<file path="config.mk">
export PLATFORM = sky130hd
export DESIGN_NAME = decode_stage
export DESIGN_NICKNAME = d
export VERILOG_FILES = /design/src/design/rv32i_pkg.sv /design/src/design/branch_resolver.sv /design/src/design/control_rom.sv /design/src/design/decode_stage.sv /design/src/design/operand_fetch.sv /design/src/design/regfile.sv
export SDC_FILE = /design/constraint.sdc
export NUM_CORES = 2
export LEC_CHECK = 0
export BUFFER_PORTS_ARGS = -buffer_cell sky130_fd_sc_hd__buf_2
export CAP_MARGIN = 5
export CORE_AREA = 2 2 678 477
export CTS_CLUSTER_SIZE = 12
export DETAILED_ROUTE_END_ITERATION = 10
export DIE_AREA = 0 0 680 479
export PLACE_DENSITY = 0.44
export SKIP_CTS_REPAIR_TIMING = 1
export SYNTH_ARGS = -nofsm -noshare
export SYNTH_HDL_FRONTEND = slang
export SYNTH_HIERARCHICAL = 1
export SYNTH_SLANG_ARGS = --single-unit
</file>
<file path="constraint.sdc">
create_clock -name clk -period 17 [get_ports clk]
set_clock_uncertainty 0.05 [all_clocks]
set_input_delay 1.7 -clock clk [delete_from_list [all_inputs] [get_ports clk]]
set_output_delay 1.7 -clock clk [all_outputs]
set_load 0.05 [all_outputs]
</file>
<file path="src/design/rv32i_pkg.sv">
package rv32i_pkg;

    localparam int xlen      = 32;
    localparam int reg_count = 32;

    // major opcodes, instr[6:0]
    typedef enum logic [6:0] {
        op_lui   = 7'b0110111,
        op_auipc = 7'b0010111,
        op_jal   = 7'b1101111,
        op_jalr  = 7'b1100111,
        op_br    = 7'b1100011,
        op_load  = 7'b0000011,
        op_store = 7'b0100011,
        op_imm   = 7'b0010011,
        op_reg   = 7'b0110011,
        op_csr   = 7'b1110011
    } rv32i_opcode_t;

    // follows funct3 except sra and sub
    typedef enum logic [2:0] {
        alu_add = 3'b000,
        alu_sll = 3'b001,
        alu_sra = 3'b010,
        alu_sub = 3'b011,
        alu_xor = 3'b100,
        alu_srl = 3'b101,
        alu_or  = 3'b110,
        alu_and = 3'b111
    } alu_op_t;

    typedef enum logic [2:0] {
        beq  = 3'b000,
        bne  = 3'b001,
        blt  = 3'b100,
        bge  = 3'b101,
        bltu = 3'b110,
        bgeu = 3'b111
    } branch_funct3_t;

    // operand source, driven by the hazard unit
    typedef enum logic [2:0] {
        fwd_regfile = 3'd0,
        fwd_ex_alu  = 3'd1,
        fwd_mem_alu = 3'd2,
        fwd_mem_ld  = 3'd3,
        fwd_wb_alu  = 3'd4,
        fwd_wb_ld   = 3'd5
    } fwd_sel_t;

    typedef struct packed {
        rv32i_opcode_t  opcode;
        alu_op_t        alu_op;
        branch_funct3_t cmp_op;
        logic           alu_src_imm;
        logic           cmp_src_imm;   // slti / sltiu compare against i_imm
        logic           load_regfile;
        logic           mem_read;
        logic           mem_write;
        logic [3:0]     mem_byte_en;
        logic           is_ctrl_xfer;  // br, jal, jalr
        logic           illegal;
    } ctrl_word_t;

    typedef struct packed {
        logic [xlen-1:0] ex_alu;
        logic [xlen-1:0] mem_alu;
        logic [xlen-1:0] mem_ld;
        logic [xlen-1:0] wb_alu;
        logic [xlen-1:0] wb_ld;
    } fwd_bus_t;

    typedef struct packed {
        logic            we;
        logic [4:0]      rd;
        logic [xlen-1:0] data;
    } wb_port_t;

    typedef struct packed {
        ctrl_word_t      ctrl;
        logic [xlen-1:0] pc;
        logic [xlen-1:0] instr;
        logic [xlen-1:0] rs1_val;
        logic [xlen-1:0] rs2_val;
        logic [xlen-1:0] i_imm;
        logic [xlen-1:0] s_imm;
        logic [xlen-1:0] b_imm;
        logic [xlen-1:0] u_imm;
        logic [xlen-1:0] j_imm;
        logic [4:0]      rs1;
        logic [4:0]      rs2;
        logic [4:0]      rd;
        logic            br_en;
        logic            br_pred;
    } id_ex_t;

    typedef struct packed {
        logic            valid;
        logic [xlen-1:0] target;
    } redirect_t;

endpackage

</file>
<file path="src/design/branch_resolver.sv">
module branch_resolver
    import rv32i_pkg::*;
(
    input  ctrl_word_t      ctrl_i,
    input  logic [xlen-1:0] pc_i,
    input  logic [xlen-1:0] rs1_val_i,
    input  logic [xlen-1:0] rs2_val_i,
    input  logic [xlen-1:0] i_imm_i,
    input  logic [xlen-1:0] b_imm_i,
    input  logic [xlen-1:0] j_imm_i,
    input  logic            br_pred_i,
    output logic            br_en_o,
    output logic            mispredict_o,
    output logic [xlen-1:0] next_pc_o
);

    logic [xlen-1:0] cmp_rhs;
    logic            cmp_res;
    logic            is_br;
    logic            is_jal;
    logic            is_jalr;
    logic [xlen-1:0] jalr_sum;

    // illegal encodings never have is_ctrl_xfer set
    assign is_br   = ctrl_i.is_ctrl_xfer && (ctrl_i.opcode == op_br);
    assign is_jal  = ctrl_i.is_ctrl_xfer && (ctrl_i.opcode == op_jal);
    assign is_jalr = ctrl_i.is_ctrl_xfer && (ctrl_i.opcode == op_jalr);

    assign cmp_rhs = ctrl_i.cmp_src_imm ? i_imm_i : rs2_val_i;

    always_comb begin
        case (ctrl_i.cmp_op)
            beq:     cmp_res = (rs1_val_i == cmp_rhs);
            bne:     cmp_res = (rs1_val_i != cmp_rhs);
            blt:     cmp_res = ($signed(rs1_val_i) <  $signed(cmp_rhs));
            bge:     cmp_res = ($signed(rs1_val_i) >= $signed(cmp_rhs));
            bltu:    cmp_res = (rs1_val_i <  cmp_rhs);
            bgeu:    cmp_res = (rs1_val_i >= cmp_rhs);
            default: cmp_res = 1'b0;
        endcase
    end

    // also the slt / sltu result for execute
    assign br_en_o = (is_jal || is_jalr) ? 1'b1 : cmp_res;

    assign jalr_sum = rs1_val_i + i_imm_i;

    always_comb begin
        if (is_br && br_en_o)
            next_pc_o = pc_i + b_imm_i;
        else if (is_jal)
            next_pc_o = pc_i + j_imm_i;
        else if (is_jalr)
            next_pc_o = {jalr_sum[xlen-1:1], 1'b0};
        else
            next_pc_o = pc_i + 32'd4;
    end

    // no target from the predictor, so jalr always redirects
    assign mispredict_o = ctrl_i.is_ctrl_xfer && ((br_en_o != br_pred_i) || is_jalr);

endmodule

</file>
<file path="src/design/control_rom.sv">
module control_rom
    import rv32i_pkg::*;
(
    input  rv32i_opcode_t opcode_i,
    input  logic [2:0]    funct3_i,
    input  logic [6:0]    funct7_i,
    output ctrl_word_t    ctrl_o
);

    logic f7_zero;
    logic f7_alt;     // 0100000, sub / sra

    assign f7_zero = (funct7_i == 7'b0000000);
    assign f7_alt  = (funct7_i == 7'b0100000);

    always_comb begin
        ctrl_o        = '0;
        ctrl_o.opcode = opcode_i;
        ctrl_o.alu_op = alu_add;
        ctrl_o.cmp_op = beq;

        case (opcode_i)
            op_lui, op_auipc: begin
                ctrl_o.load_regfile = 1'b1;
                ctrl_o.alu_src_imm  = 1'b1;
            end
            op_jal: begin
                ctrl_o.load_regfile = 1'b1;
                ctrl_o.is_ctrl_xfer = 1'b1;
            end
            op_jalr: begin
                ctrl_o.load_regfile = 1'b1;
                ctrl_o.alu_src_imm  = 1'b1;
                ctrl_o.is_ctrl_xfer = 1'b1;
            end
            op_br: begin
                ctrl_o.cmp_op       = branch_funct3_t'(funct3_i);
                ctrl_o.is_ctrl_xfer = 1'b1;
                ctrl_o.illegal      = (funct3_i[2:1] == 2'b01);  // 010, 011 unused
            end
            op_load: begin
                ctrl_o.load_regfile = 1'b1;
                ctrl_o.mem_read     = 1'b1;
                ctrl_o.alu_src_imm  = 1'b1;
                case (funct3_i)
                    3'b000, 3'b100: ctrl_o.mem_byte_en = 4'b0001;
                    3'b001, 3'b101: ctrl_o.mem_byte_en = 4'b0011;
                    3'b010:         ctrl_o.mem_byte_en = 4'b1111;
                    default:        ctrl_o.illegal     = 1'b1;
                endcase
            end
            op_store: begin
                ctrl_o.mem_write   = 1'b1;
                ctrl_o.alu_src_imm = 1'b1;
                case (funct3_i)
                    3'b000:  ctrl_o.mem_byte_en = 4'b0001;
                    3'b001:  ctrl_o.mem_byte_en = 4'b0011;
                    3'b010:  ctrl_o.mem_byte_en = 4'b1111;
                    default: ctrl_o.illegal     = 1'b1;
                endcase
            end
            op_imm: begin
                ctrl_o.load_regfile = 1'b1;
                ctrl_o.alu_src_imm  = 1'b1;
                ctrl_o.alu_op       = alu_op_t'(funct3_i);
                case (funct3_i)
                    3'b010: begin  // slti
                        ctrl_o.alu_op      = alu_add;
                        ctrl_o.cmp_op      = blt;
                        ctrl_o.cmp_src_imm = 1'b1;
                    end
                    3'b011: begin  // sltiu
                        ctrl_o.alu_op      = alu_add;
                        ctrl_o.cmp_op      = bltu;
                        ctrl_o.cmp_src_imm = 1'b1;
                    end
                    3'b001:  ctrl_o.illegal = !f7_zero;
                    3'b101: begin
                        ctrl_o.alu_op  = f7_alt ? alu_sra : alu_srl;
                        ctrl_o.illegal = !(f7_zero || f7_alt);
                    end
                    default: ;
                endcase
            end
            op_reg: begin
                ctrl_o.load_regfile = 1'b1;
                ctrl_o.alu_op       = alu_op_t'(funct3_i);
                case (funct3_i)
                    3'b000:  ctrl_o.alu_op = f7_alt ? alu_sub : alu_add;
                    3'b101:  ctrl_o.alu_op = f7_alt ? alu_sra : alu_srl;
                    3'b010: begin
                        ctrl_o.alu_op = alu_add;
                        ctrl_o.cmp_op = blt;
                    end
                    3'b011: begin
                        ctrl_o.alu_op = alu_add;
                        ctrl_o.cmp_op = bltu;
                    end
                    default: ;
                endcase
                // alt funct7 only valid for sub and sra
                ctrl_o.illegal = !(f7_zero || (f7_alt && (funct3_i == 3'b000
                                                          || funct3_i == 3'b101)));
            end
            default: ctrl_o.illegal = 1'b1;  // csr, fence, unknown
        endcase

        if (ctrl_o.illegal) begin
            // bubble with no side effects
            ctrl_o.load_regfile = 1'b0;
            ctrl_o.mem_read     = 1'b0;
            ctrl_o.mem_write    = 1'b0;
            ctrl_o.mem_byte_en  = 4'b0000;
            ctrl_o.is_ctrl_xfer = 1'b0;
        end
    end

endmodule

</file>
<file path="src/design/decode_stage.sv">
module decode_stage
    import rv32i_pkg::*;
(
    input  logic            clk,
    input  logic            rst_i,
    input  logic            fetch_valid_i,
    output logic            fetch_ready_o,
    input  logic [xlen-1:0] instr_i,
    input  logic [xlen-1:0] pc_i,
    input  logic            br_pred_i,
    input  wb_port_t        wb_i,
    input  fwd_bus_t        fwd_bus_i,
    input  fwd_sel_t        fwd_rs1_i,
    input  fwd_sel_t        fwd_rs2_i,
    output logic            ex_valid_o,
    input  logic            ex_ready_i,
    output id_ex_t          ex_pkt_o,
    output redirect_t       redirect_o
);

    ctrl_word_t      ctrl;
    rv32i_opcode_t   opcode;
    logic [2:0]      funct3;
    logic [6:0]      funct7;
    logic [4:0]      rs1;
    logic [4:0]      rs2;
    logic [4:0]      rd;
    logic [xlen-1:0] rs1_val;
    logic [xlen-1:0] rs2_val;
    logic [xlen-1:0] i_imm;
    logic [xlen-1:0] s_imm;
    logic [xlen-1:0] b_imm;
    logic [xlen-1:0] u_imm;
    logic [xlen-1:0] j_imm;
    logic            br_en;
    logic            mispredict;
    logic [xlen-1:0] next_pc;

    id_ex_t          pkt_d;
    id_ex_t          pkt_q;
    logic            ex_valid_q;
    logic            redir_valid_q;
    logic [xlen-1:0] redir_target_q;
    logic            xfer;

    operand_fetch i_operand_fetch (
        .clk       (clk),
        .rst_i     (rst_i),
        .instr_i   (instr_i),
        .wb_i      (wb_i),
        .fwd_bus_i (fwd_bus_i),
        .fwd_rs1_i (fwd_rs1_i),
        .fwd_rs2_i (fwd_rs2_i),
        .rs1_o     (rs1),
        .rs2_o     (rs2),
        .rd_o      (rd),
        .rs1_val_o (rs1_val),
        .rs2_val_o (rs2_val),
        .i_imm_o   (i_imm),
        .s_imm_o   (s_imm),
        .b_imm_o   (b_imm),
        .u_imm_o   (u_imm),
        .j_imm_o   (j_imm),
        .opcode_o  (opcode),
        .funct3_o  (funct3),
        .funct7_o  (funct7)
    );

    control_rom i_control_rom (
        .opcode_i (opcode),
        .funct3_i (funct3),
        .funct7_i (funct7),
        .ctrl_o   (ctrl)
    );

    branch_resolver i_branch_resolver (
        .ctrl_i       (ctrl),
        .pc_i         (pc_i),
        .rs1_val_i    (rs1_val),
        .rs2_val_i    (rs2_val),
        .i_imm_i      (i_imm),
        .b_imm_i      (b_imm),
        .j_imm_i      (j_imm),
        .br_pred_i    (br_pred_i),
        .br_en_o      (br_en),
        .mispredict_o (mispredict),
        .next_pc_o    (next_pc)
    );

    // register empty or draining this cycle
    assign fetch_ready_o = !ex_valid_q || ex_ready_i;
    assign xfer          = fetch_valid_i && fetch_ready_o;

    always_comb begin
        pkt_d = '{ctrl: ctrl, pc: pc_i, instr: instr_i, rs1_val: rs1_val, rs2_val: rs2_val,
                  i_imm: i_imm, s_imm: s_imm, b_imm: b_imm, u_imm: u_imm, j_imm: j_imm,
                  rs1: rs1, rs2: rs2, rd: rd, br_en: br_en, br_pred: br_pred_i};
    end

    always_ff @(posedge clk) begin
        if (rst_i) begin
            ex_valid_q    <= 1'b0;
            redir_valid_q <= 1'b0;
        end else begin
            if (xfer)
                ex_valid_q <= 1'b1;
            else if (ex_ready_i)
                ex_valid_q <= 1'b0;  // consumed, nothing new
            redir_valid_q <= xfer && mispredict;  // single-cycle pulse
        end
    end

    always_ff @(posedge clk) begin
        if (xfer) begin
            pkt_q          <= pkt_d;
            redir_target_q <= next_pc;
        end
    end

    assign ex_valid_o        = ex_valid_q;
    assign ex_pkt_o          = pkt_q;
    assign redirect_o.valid  = redir_valid_q;
    assign redirect_o.target = redir_target_q;

endmodule

</file>
<file path="src/design/operand_fetch.sv">
module operand_fetch
    import rv32i_pkg::*;
(
    input  logic            clk,
    input  logic            rst_i,
    input  logic [xlen-1:0] instr_i,
    input  wb_port_t        wb_i,
    input  fwd_bus_t        fwd_bus_i,
    input  fwd_sel_t        fwd_rs1_i,
    input  fwd_sel_t        fwd_rs2_i,
    output logic [4:0]      rs1_o,
    output logic [4:0]      rs2_o,
    output logic [4:0]      rd_o,
    output logic [xlen-1:0] rs1_val_o,
    output logic [xlen-1:0] rs2_val_o,
    output logic [xlen-1:0] i_imm_o,
    output logic [xlen-1:0] s_imm_o,
    output logic [xlen-1:0] b_imm_o,
    output logic [xlen-1:0] u_imm_o,
    output logic [xlen-1:0] j_imm_o,
    output rv32i_opcode_t   opcode_o,
    output logic [2:0]      funct3_o,
    output logic [6:0]      funct7_o
);

    logic [xlen-1:0] rf_rs1_val;
    logic [xlen-1:0] rf_rs2_val;

    // operand source mux, same for both ports
    function automatic logic [xlen-1:0] fwd_pick(input fwd_sel_t        sel,
                                                 input logic [xlen-1:0] rf_val,
                                                 input fwd_bus_t        bus);
        logic [xlen-1:0] val;
        case (sel)
            fwd_ex_alu:  val = bus.ex_alu;
            fwd_mem_alu: val = bus.mem_alu;
            fwd_mem_ld:  val = bus.mem_ld;
            fwd_wb_alu:  val = bus.wb_alu;
            fwd_wb_ld:   val = bus.wb_ld;
            default:     val = rf_val;
        endcase
        return val;
    endfunction

    // field slicing
    assign opcode_o = rv32i_opcode_t'(instr_i[6:0]);
    assign rd_o     = instr_i[11:7];
    assign funct3_o = instr_i[14:12];
    assign rs1_o    = instr_i[19:15];
    assign rs2_o    = instr_i[24:20];
    assign funct7_o = instr_i[31:25];

    // sign bit is always instr[31]
    assign i_imm_o = {{21{instr_i[31]}}, instr_i[30:20]};
    assign s_imm_o = {{21{instr_i[31]}}, instr_i[30:25], instr_i[11:7]};
    assign b_imm_o = {{20{instr_i[31]}}, instr_i[7], instr_i[30:25], instr_i[11:8], 1'b0};
    assign u_imm_o = {instr_i[31:12], 12'h000};
    assign j_imm_o = {{12{instr_i[31]}}, instr_i[19:12], instr_i[20], instr_i[30:21], 1'b0};

    regfile i_regfile (
        .clk       (clk),
        .rst_i     (rst_i),
        .wb_i      (wb_i),
        .rs1_i     (rs1_o),
        .rs2_i     (rs2_o),
        .rs1_val_o (rf_rs1_val),
        .rs2_val_o (rf_rs2_val)
    );

    assign rs1_val_o = fwd_pick(fwd_rs1_i, rf_rs1_val, fwd_bus_i);
    assign rs2_val_o = fwd_pick(fwd_rs2_i, rf_rs2_val, fwd_bus_i);

endmodule

</file>
<file path="src/design/regfile.sv">
module regfile
    import rv32i_pkg::*;
(
    input  logic            clk,
    input  logic            rst_i,
    input  wb_port_t        wb_i,
    input  logic [4:0]      rs1_i,
    input  logic [4:0]      rs2_i,
    output logic [xlen-1:0] rs1_val_o,
    output logic [xlen-1:0] rs2_val_o
);

    logic [xlen-1:0] regs [reg_count];
    logic            wr_en;

    assign wr_en = wb_i.we && (wb_i.rd != 5'd0);  // x0 never written

    always_ff @(posedge clk) begin
        if (rst_i) begin
            for (int i = 0; i < reg_count; i++) begin
                regs[i] <= '0;
            end
        end else if (wr_en) begin
            regs[wb_i.rd] <= wb_i.data;
        end
    end

    // write-through when reading the register being written
    always_comb begin
        if (rs1_i == 5'd0)
            rs1_val_o = '0;
        else if (wr_en && wb_i.rd == rs1_i)
            rs1_val_o = wb_i.data;
        else
            rs1_val_o = regs[rs1_i];

        if (rs2_i == 5'd0)
            rs2_val_o = '0;
        else if (wr_en && wb_i.rd == rs2_i)
            rs2_val_o = wb_i.data;
        else
            rs2_val_o = regs[rs2_i];
    end

endmodule

</file>
# Word-level counts from Yosys, hierarchy flattened
# Memories as Yosys holds them, arrays and structs flattened.
# Cells that the tools add are included.
[op_classes] add_sub_neg=4 magnitude_cmp=4 eq_ne=36 mux=44 reduce_logical=39
[ops] operator="one-hot mux 32 bit (5 select lines)" n=2
[ops] operator="2-to-1 mux 32 bit" n=9
[ops] operator="adder 32 bit" n=3
[ops] operator=">= comparator 32 bit" n=2
[ops] operator="less-than comparator 32 bit" n=2
[ops] operator="adder 32 x 3 -> 32 bit (second input constant)" n=1
[ops] operator="equality test 32 bit" n=1
[ops] operator="inequality test 32 bit" n=1
[ops] operator="OR reduction 32 bit" n=1
[ops] operator="equality test 3 bit (second input constant)" n=10
[ops] operator="equality test 7 x 6 -> 1 bit (second input constant)" n=4
[ops] operator="one-hot mux 3 bit (2 select lines)" n=4
[ops] operator="one-hot mux 4 bit (3 select lines)" n=2
[ops] operator="equality test 7 bit (second input constant)" n=3
[ops] operator="2-to-1 mux 1 bit" n=19
[ops] operator="equality test 3 x 2 -> 1 bit (second input constant)" n=6
[ops] operator="equality test 7 x 5 -> 1 bit (second input constant)" n=2
[ops] operator="equality test 3 x 1 -> 1 bit (second input constant)" n=4
[ops] operator="one-hot mux 1 bit (6 select lines)" n=2
[ops] operator="logical AND 1 bit" n=11
[ops] operator="equality test 5 bit" n=2
[ops] operator="logical NOT 5 bit" n=2
[ops] operator="one-hot mux 3 bit (3 select lines)" n=1
[ops] operator="one-hot mux 4 bit (2 select lines)" n=1
[ops] operator="19 further kinds" n=32
[totals] ff_bits=279 ram_bits=1024 input_bits=273 out_inout_bits=364 word_cells=156 mem_count=1
[memory_table] memory="i_operand_fetch.i_regfile.regs" words=32 word_bits=32 rd=2 rd_clocked_by_memory_dff=0 wr=32 line="regfile.sv:13" rtl="logic [xlen-1:0] regs [reg_count];"

# Depth between registers and ports, before layout
[logic_depth] word_depth=14 ltp_mapped=27 mapped_depth_nobuf=22

# Cells and area by module
# Netlist, hierarchy kept.
[modules_own_cells] mod="regfile" instances=1 cells_each=3918 area_each_um2=55723.4 seq_area_each_um2=30749.5
[modules_own_cells] mod="decode_stage" instances=1 cells_each=369 area_each_um2=10928.0 seq_area_each_um2=10880.4
[modules_own_cells] mod="branch_resolver" instances=1 cells_each=1042 area_each_um2=7236.9 seq_area_each_um2=0.0
[modules_own_cells] mod="operand_fetch" instances=1 cells_each=747 area_each_um2=5133.7 seq_area_each_um2=0.0
[modules_own_cells] mod="control_rom" instances=1 cells_each=76 area_each_um2=526.8 seq_area_each_um2=0.0

# Least setup slack after synthesis
# No wires, ideal clock.
[synth_path] path_type="input to register" start="in ex_ready_i" end="reg pkt_q (netlist bit ex_pkt_o[0]), enable pin" setup_ps=572 t_arrival_ps=6260 t_required_ps=16378 path_slack_ps=10118 path_stages=2 path_buffers=0 path_cell_list="nand2b_4 -> and2_2"
[synth_via] elab_chain_cells=2
[synth_lines] item="start, declared" line="decode_stage.sv:16" rtl="input logic ex_ready_i,"
[synth_lines] item="logical OR 1 bit" line="decode_stage.sv:91" rtl="assign fetch_ready_o = !ex_valid_q || ex_ready_i;"
[synth_lines] item="logical AND 1 bit" line="decode_stage.sv:92" rtl="assign xfer = fetch_valid_i && fetch_ready_o;"
[synth_lines] item="net xfer" line="decode_stage.sv:44" rtl="logic xfer;"
[synth_lines] item="end signal, assigned" line="decode_stage.sv:115" rtl="pkt_q <= pkt_d;"
[synth_lines] item="end, declared" line="decode_stage.sv:40" rtl="id_ex_t pkt_q;"
# The timed path passes the listed nets, and every way through them passes these cells.
# A chain may end at the register's enable or synchronous reset.

# Worst setup path in the final report
[layout_path] start="in instr_i[16]" end="reg redir_target_q[24], data pin"
[layout_via] elab_chain_cells=10 elab_cells_between_ends=21 cone_classes="2 x add/sub; 4 x order compare; 3 x eq/ne; 8 x mux; 3 x reduce/logical; 1 x memory"
[layout_lines] item="start, declared" line="decode_stage.sv:8" rtl="input logic [xlen-1:0] instr_i,"
[layout_lines] item="branches (longest 3 deep; another with memory (32 x 32 bit))"
[layout_lines] item="2-to-1 mux 32 bit *" line="regfile.sv:30" rtl="if (rs1_i == 5'd0)"
[layout_lines] item="net i_operand_fetch.rf_rs1_val[23]" line="operand_fetch.sv:26" rtl="logic [xlen-1:0] rf_rs1_val;"
[layout_lines] item="one-hot mux 32 bit (5 select lines) *" line="operand_fetch.sv:34" rtl="case (sel)"
[layout_lines] item="net rs1_val[23]" line="decode_stage.sv:28" rtl="logic [xlen-1:0] rs1_val;"
[layout_lines] item=">= comparator 32 bit (tied with other cells)" line="branch_resolver.sv:38" rtl="bgeu: cmp_res = (rs1_val_i >= cmp_rhs);"
[layout_lines] item="one-hot mux 1 bit (6 select lines)" line="branch_resolver.sv:32" rtl="case (ctrl_i.cmp_op)"
[layout_lines] item="2-to-1 mux 1 bit" line="branch_resolver.sv:44" rtl="assign br_en_o = (is_jal || is_jalr) ? 1'b1 : cmp_res;"
[layout_lines] item="logical AND 1 bit" line="branch_resolver.sv:49" rtl="if (is_br && br_en_o)"
[layout_lines] item="2-to-1 mux 32 bit *" line="branch_resolver.sv:49"
[layout_lines] item="net next_pc[24]" line="decode_stage.sv:37" rtl="logic [xlen-1:0] next_pc;"
[layout_lines] item="end signal, assigned" line="decode_stage.sv:116" rtl="redir_target_q <= next_pc;"
[layout_lines] item="end, declared" line="decode_stage.sv:43" rtl="logic [xlen-1:0] redir_target_q;"
# Mark *: on every way through the listed nets, which the timed path passes.

==> results.md <==
- Status: completed
- CTS clock-pin slew for the worst setup and hold paths: ~70 ps
- Worst Path Arrival: a little under 10000 ps
- # setup viols final: 0
- Clk sink count: 1387
- Total die area: 326000 um^2
- Drt pass-1 iters: 7
- Die Height: 479 um
- Static Leakage: between 0.03 and 0.04 uW
- Initial Util: 0.249
- Seq pwr share: 0.449
- I/O pin total: 637
- Bufs on Longest Clock Path: 4
- H-tree depth: 4
- Largest net degree at the start of global routing: 86
- Total chip power: 9060 uW
- Area Growth Syn to Fin: 13.7%
- Mean Syn Cell Area: 12.9 um^2
- Final Hold Fails: 0
- Pwr dens: 100 nW/um^2
- First-pass GRT wire length: 494 mm
- Row count: ~170
- Total wire length: 368 mm
- Die Width: roughly 680 um
- Critical path data required time: around 18000 ps
- Vias per inst: 5.37
- Int Pwr: about 6300 uW
- Slew Viols, Final: 0
- DR WL met3: 37.0 mm
- TNS Setup: 0 ps
- Pre-CTS setup slack: 7110 ps
- CP max FO: 60
- Post-synthesis cell area: 79500 um^2
- Max-cap check violation count: 0
- Async SR Flop Fraction: 0
- Hold WS: 549 ps
- Final core utilization: 0.283
- Final Net Count: 6862
- Vias in the first global route: 55200
- Initial drt markers: about 8300
- Final setup margin: 7700 ps
- Clk root buf: clkbuf_16
- Startpoint types: input pin
- Met2 routed WL: between 150 and 200 mm
- Via count: 58100
- Crit path kind: in -> reg
- Inserted Clock Buffers: 156
- Synthesized flop and latch total: 1387
- Period utilization: 0.547
- Fmax: 107 MHz
- Worst vdd ir: between 0.07 and 0.08 mV
- WL met1: about 160 mm
- Worst-Margin Slew: 1380 ps
- Fraction of layout cells with a size suffix above 1: 0.239
- Most common flop cell mapped by yosys: edfxtp_1
- Wire per inst: 34.0 um
- DRT antenna net count: 0
- Sw Ratio: 0.310
- Post-Synthesis Cells: 6152
- Clock share of power: 0.356
- Min-Delay Path Class: reg -> reg
- RSZ-0062 raised after global routing: no
- DP Wirelength: 254 mm
- Psw: 2810 uW
- I/O Buffers: about 640
- Tmin final: between 9000 and 10000 ps
- Post-synth EDFFs: 1385
- Relative slew slack: 0.0759
- Comb pwr share: 0.195
- Tot GR Track Use: 0.218
- # DRC: 0
- Crit path capture type: register
- CTS tree: yes
- Gr ovfl total: 0
- Worst-Skew Late Latency: 860 ps
- Synth Warn #: 6
- Total core area: between 300000 and 400000 um^2
- DR top layer: met5
- Initial antenna violation count: 78
- Synth cell types: approximately 110
- Final Wtd Congestion: 1.01
- Sequential element share of the synthesized area: 0.523
[Yosys cell counts, types with 72 or more instances]
library cell / instances / area, um^2
a211oi_1: 72 / 541
a21oi_1: 223 / 1120
a22oi_1: 109 / 818
and2_1: 969 / 6060
buf_2: 96 / 480
buf_4: 236 / 1770
clkbuf_1: 327 / 1230
edfxtp_1: 1385 / 41600
ha_1: 125 / 1560
mux2i_1: 389 / 3890
mux4_2: 356 / 8020
nand2_1: 240 / 901
nand2b_1: 74 / 463
nor2_1: 161 / 604
nor3_1: 91 / 455
o21ai_0: 133 / 666
[metal layers]
| layer | GRT usage | vias up |
|---|---|---|
| met3 | 0.0496 | 439 |
| met4 | 0.0578 | 6 |
| met1 | 0.318 | 30400 |
| met5 | 0 | - |
| met2 | 0.323 | 3271 |
| li1 | - | 24000 |
[final timing paths]
check,start,cells after the start,slack [ps],to
hold reg to reg,ex_valid_o,2,550,ex_valid_o
setup reg to reg,i_operand_fetch/i_regfile/regs[30][20],20,10690,redir_target_q[24]
hold / removal,ex_valid_o,2,550,ex_valid_o
setup / recovery,instr_i[16],21,7700,redir_target_q[24]
[per-stage QoR]
stage	instances	cell area [um^2]
finish	10800	90500
global route	10800	90400
CTS	10800	90400
detailed placement	10500	85900
global placement	10500	85900
floorplan	6196	79700
[power groups by stage]
stage / sequential (uW) / combinational [uW] / clock [uW]
3_3_place_gp: 4140 / 1730 / 0
4_1_cts: 4070 / 1730 / 3290
2_1_floorplan: 4310 / 874 / 0
3_5_place_dp: 4140 / 1730 / 0
6_report: 4070 / 1760 / 3230
5_1_grt: 4090 / 1830 / 3410
[state kept, by name, indices dropped and copies added (netlist names)]
signal and flops:
redir_valid_q 1, ex_pkt_o 329, redir_target_q 32, ex_valid_o 1
i_operand_fetch/i_regfile/regs 1024
[worst max-delay path, stage by stage]
cell and delay [ps]:
buf_6 400, buf_4 700, buf_4 600, nor3_1 190
a21oi_4 750, buf_4 400, a32o_1 570, nor3_1 90
a211o_1 300, a21oi_1 530, ha_1 260, nand3_1 100
nor3_1 520, nand2_1 300, a2111o_1 420, nand2_2 90
o21bai_1 80, and4b_4 240, o311ai_4 260, buf_4 690
mux2_2 410
[layout by cell type (no fill, tap or decap), drive strengths merged, types with 36 or more instances in the layout]
cell and n:
nor2 162, xor2 48, buf 833, a221oi 39, a31oi 36, diode 41
xnor2 62, o21ai 168, a21o 66, mux2i 389, o211ai 39, conb 46
a222oi 37, o22ai 47, o21a 50, a22oi 109, nand2b 75, mux2 48
inv 52, a211oi 72, and3 37, nand2 242, and2 974, mux4 367
or2 41, nor3 92, edfxtp 1385, a21oi 227, clkinv 48, ha 125
nand3 47, nor2b 54, clkbuf 196
[cell type report]
| cell class | count | area (um^2) |
|---|---|---|
| fill | 32600 | 229000 |
| sequential | 1387 | 41600 |
| multi-input combinational | 4035 | 34100 |
| tap | 4224 | 5290 |
| timing repair buffer | 833 | 4770 |
| clock buffer | 196 | 4100 |
| clock inverter | 57 | 362 |
| inverter | 48 | 180 |
| antenna | 41 | 103 |
[cells by family (layout without fill, tap and decap cells)]
family,Yosys count,after routing,synth area share
other,2,87,0.0000944
adder cells (fa/ha/maj),128,128,0.0204
AO/OA/AOI/OAI,1119,1119,0.0992
multiplexers,804,804,0.160
XOR/XNOR,110,110,0.0121
AND/OR/NAND/NOR,1828,1828,0.132
buffers and inverters,774,1134,0.0530
flip-flops,1387,1387,0.523
Power figures use the tool's default switching activity.
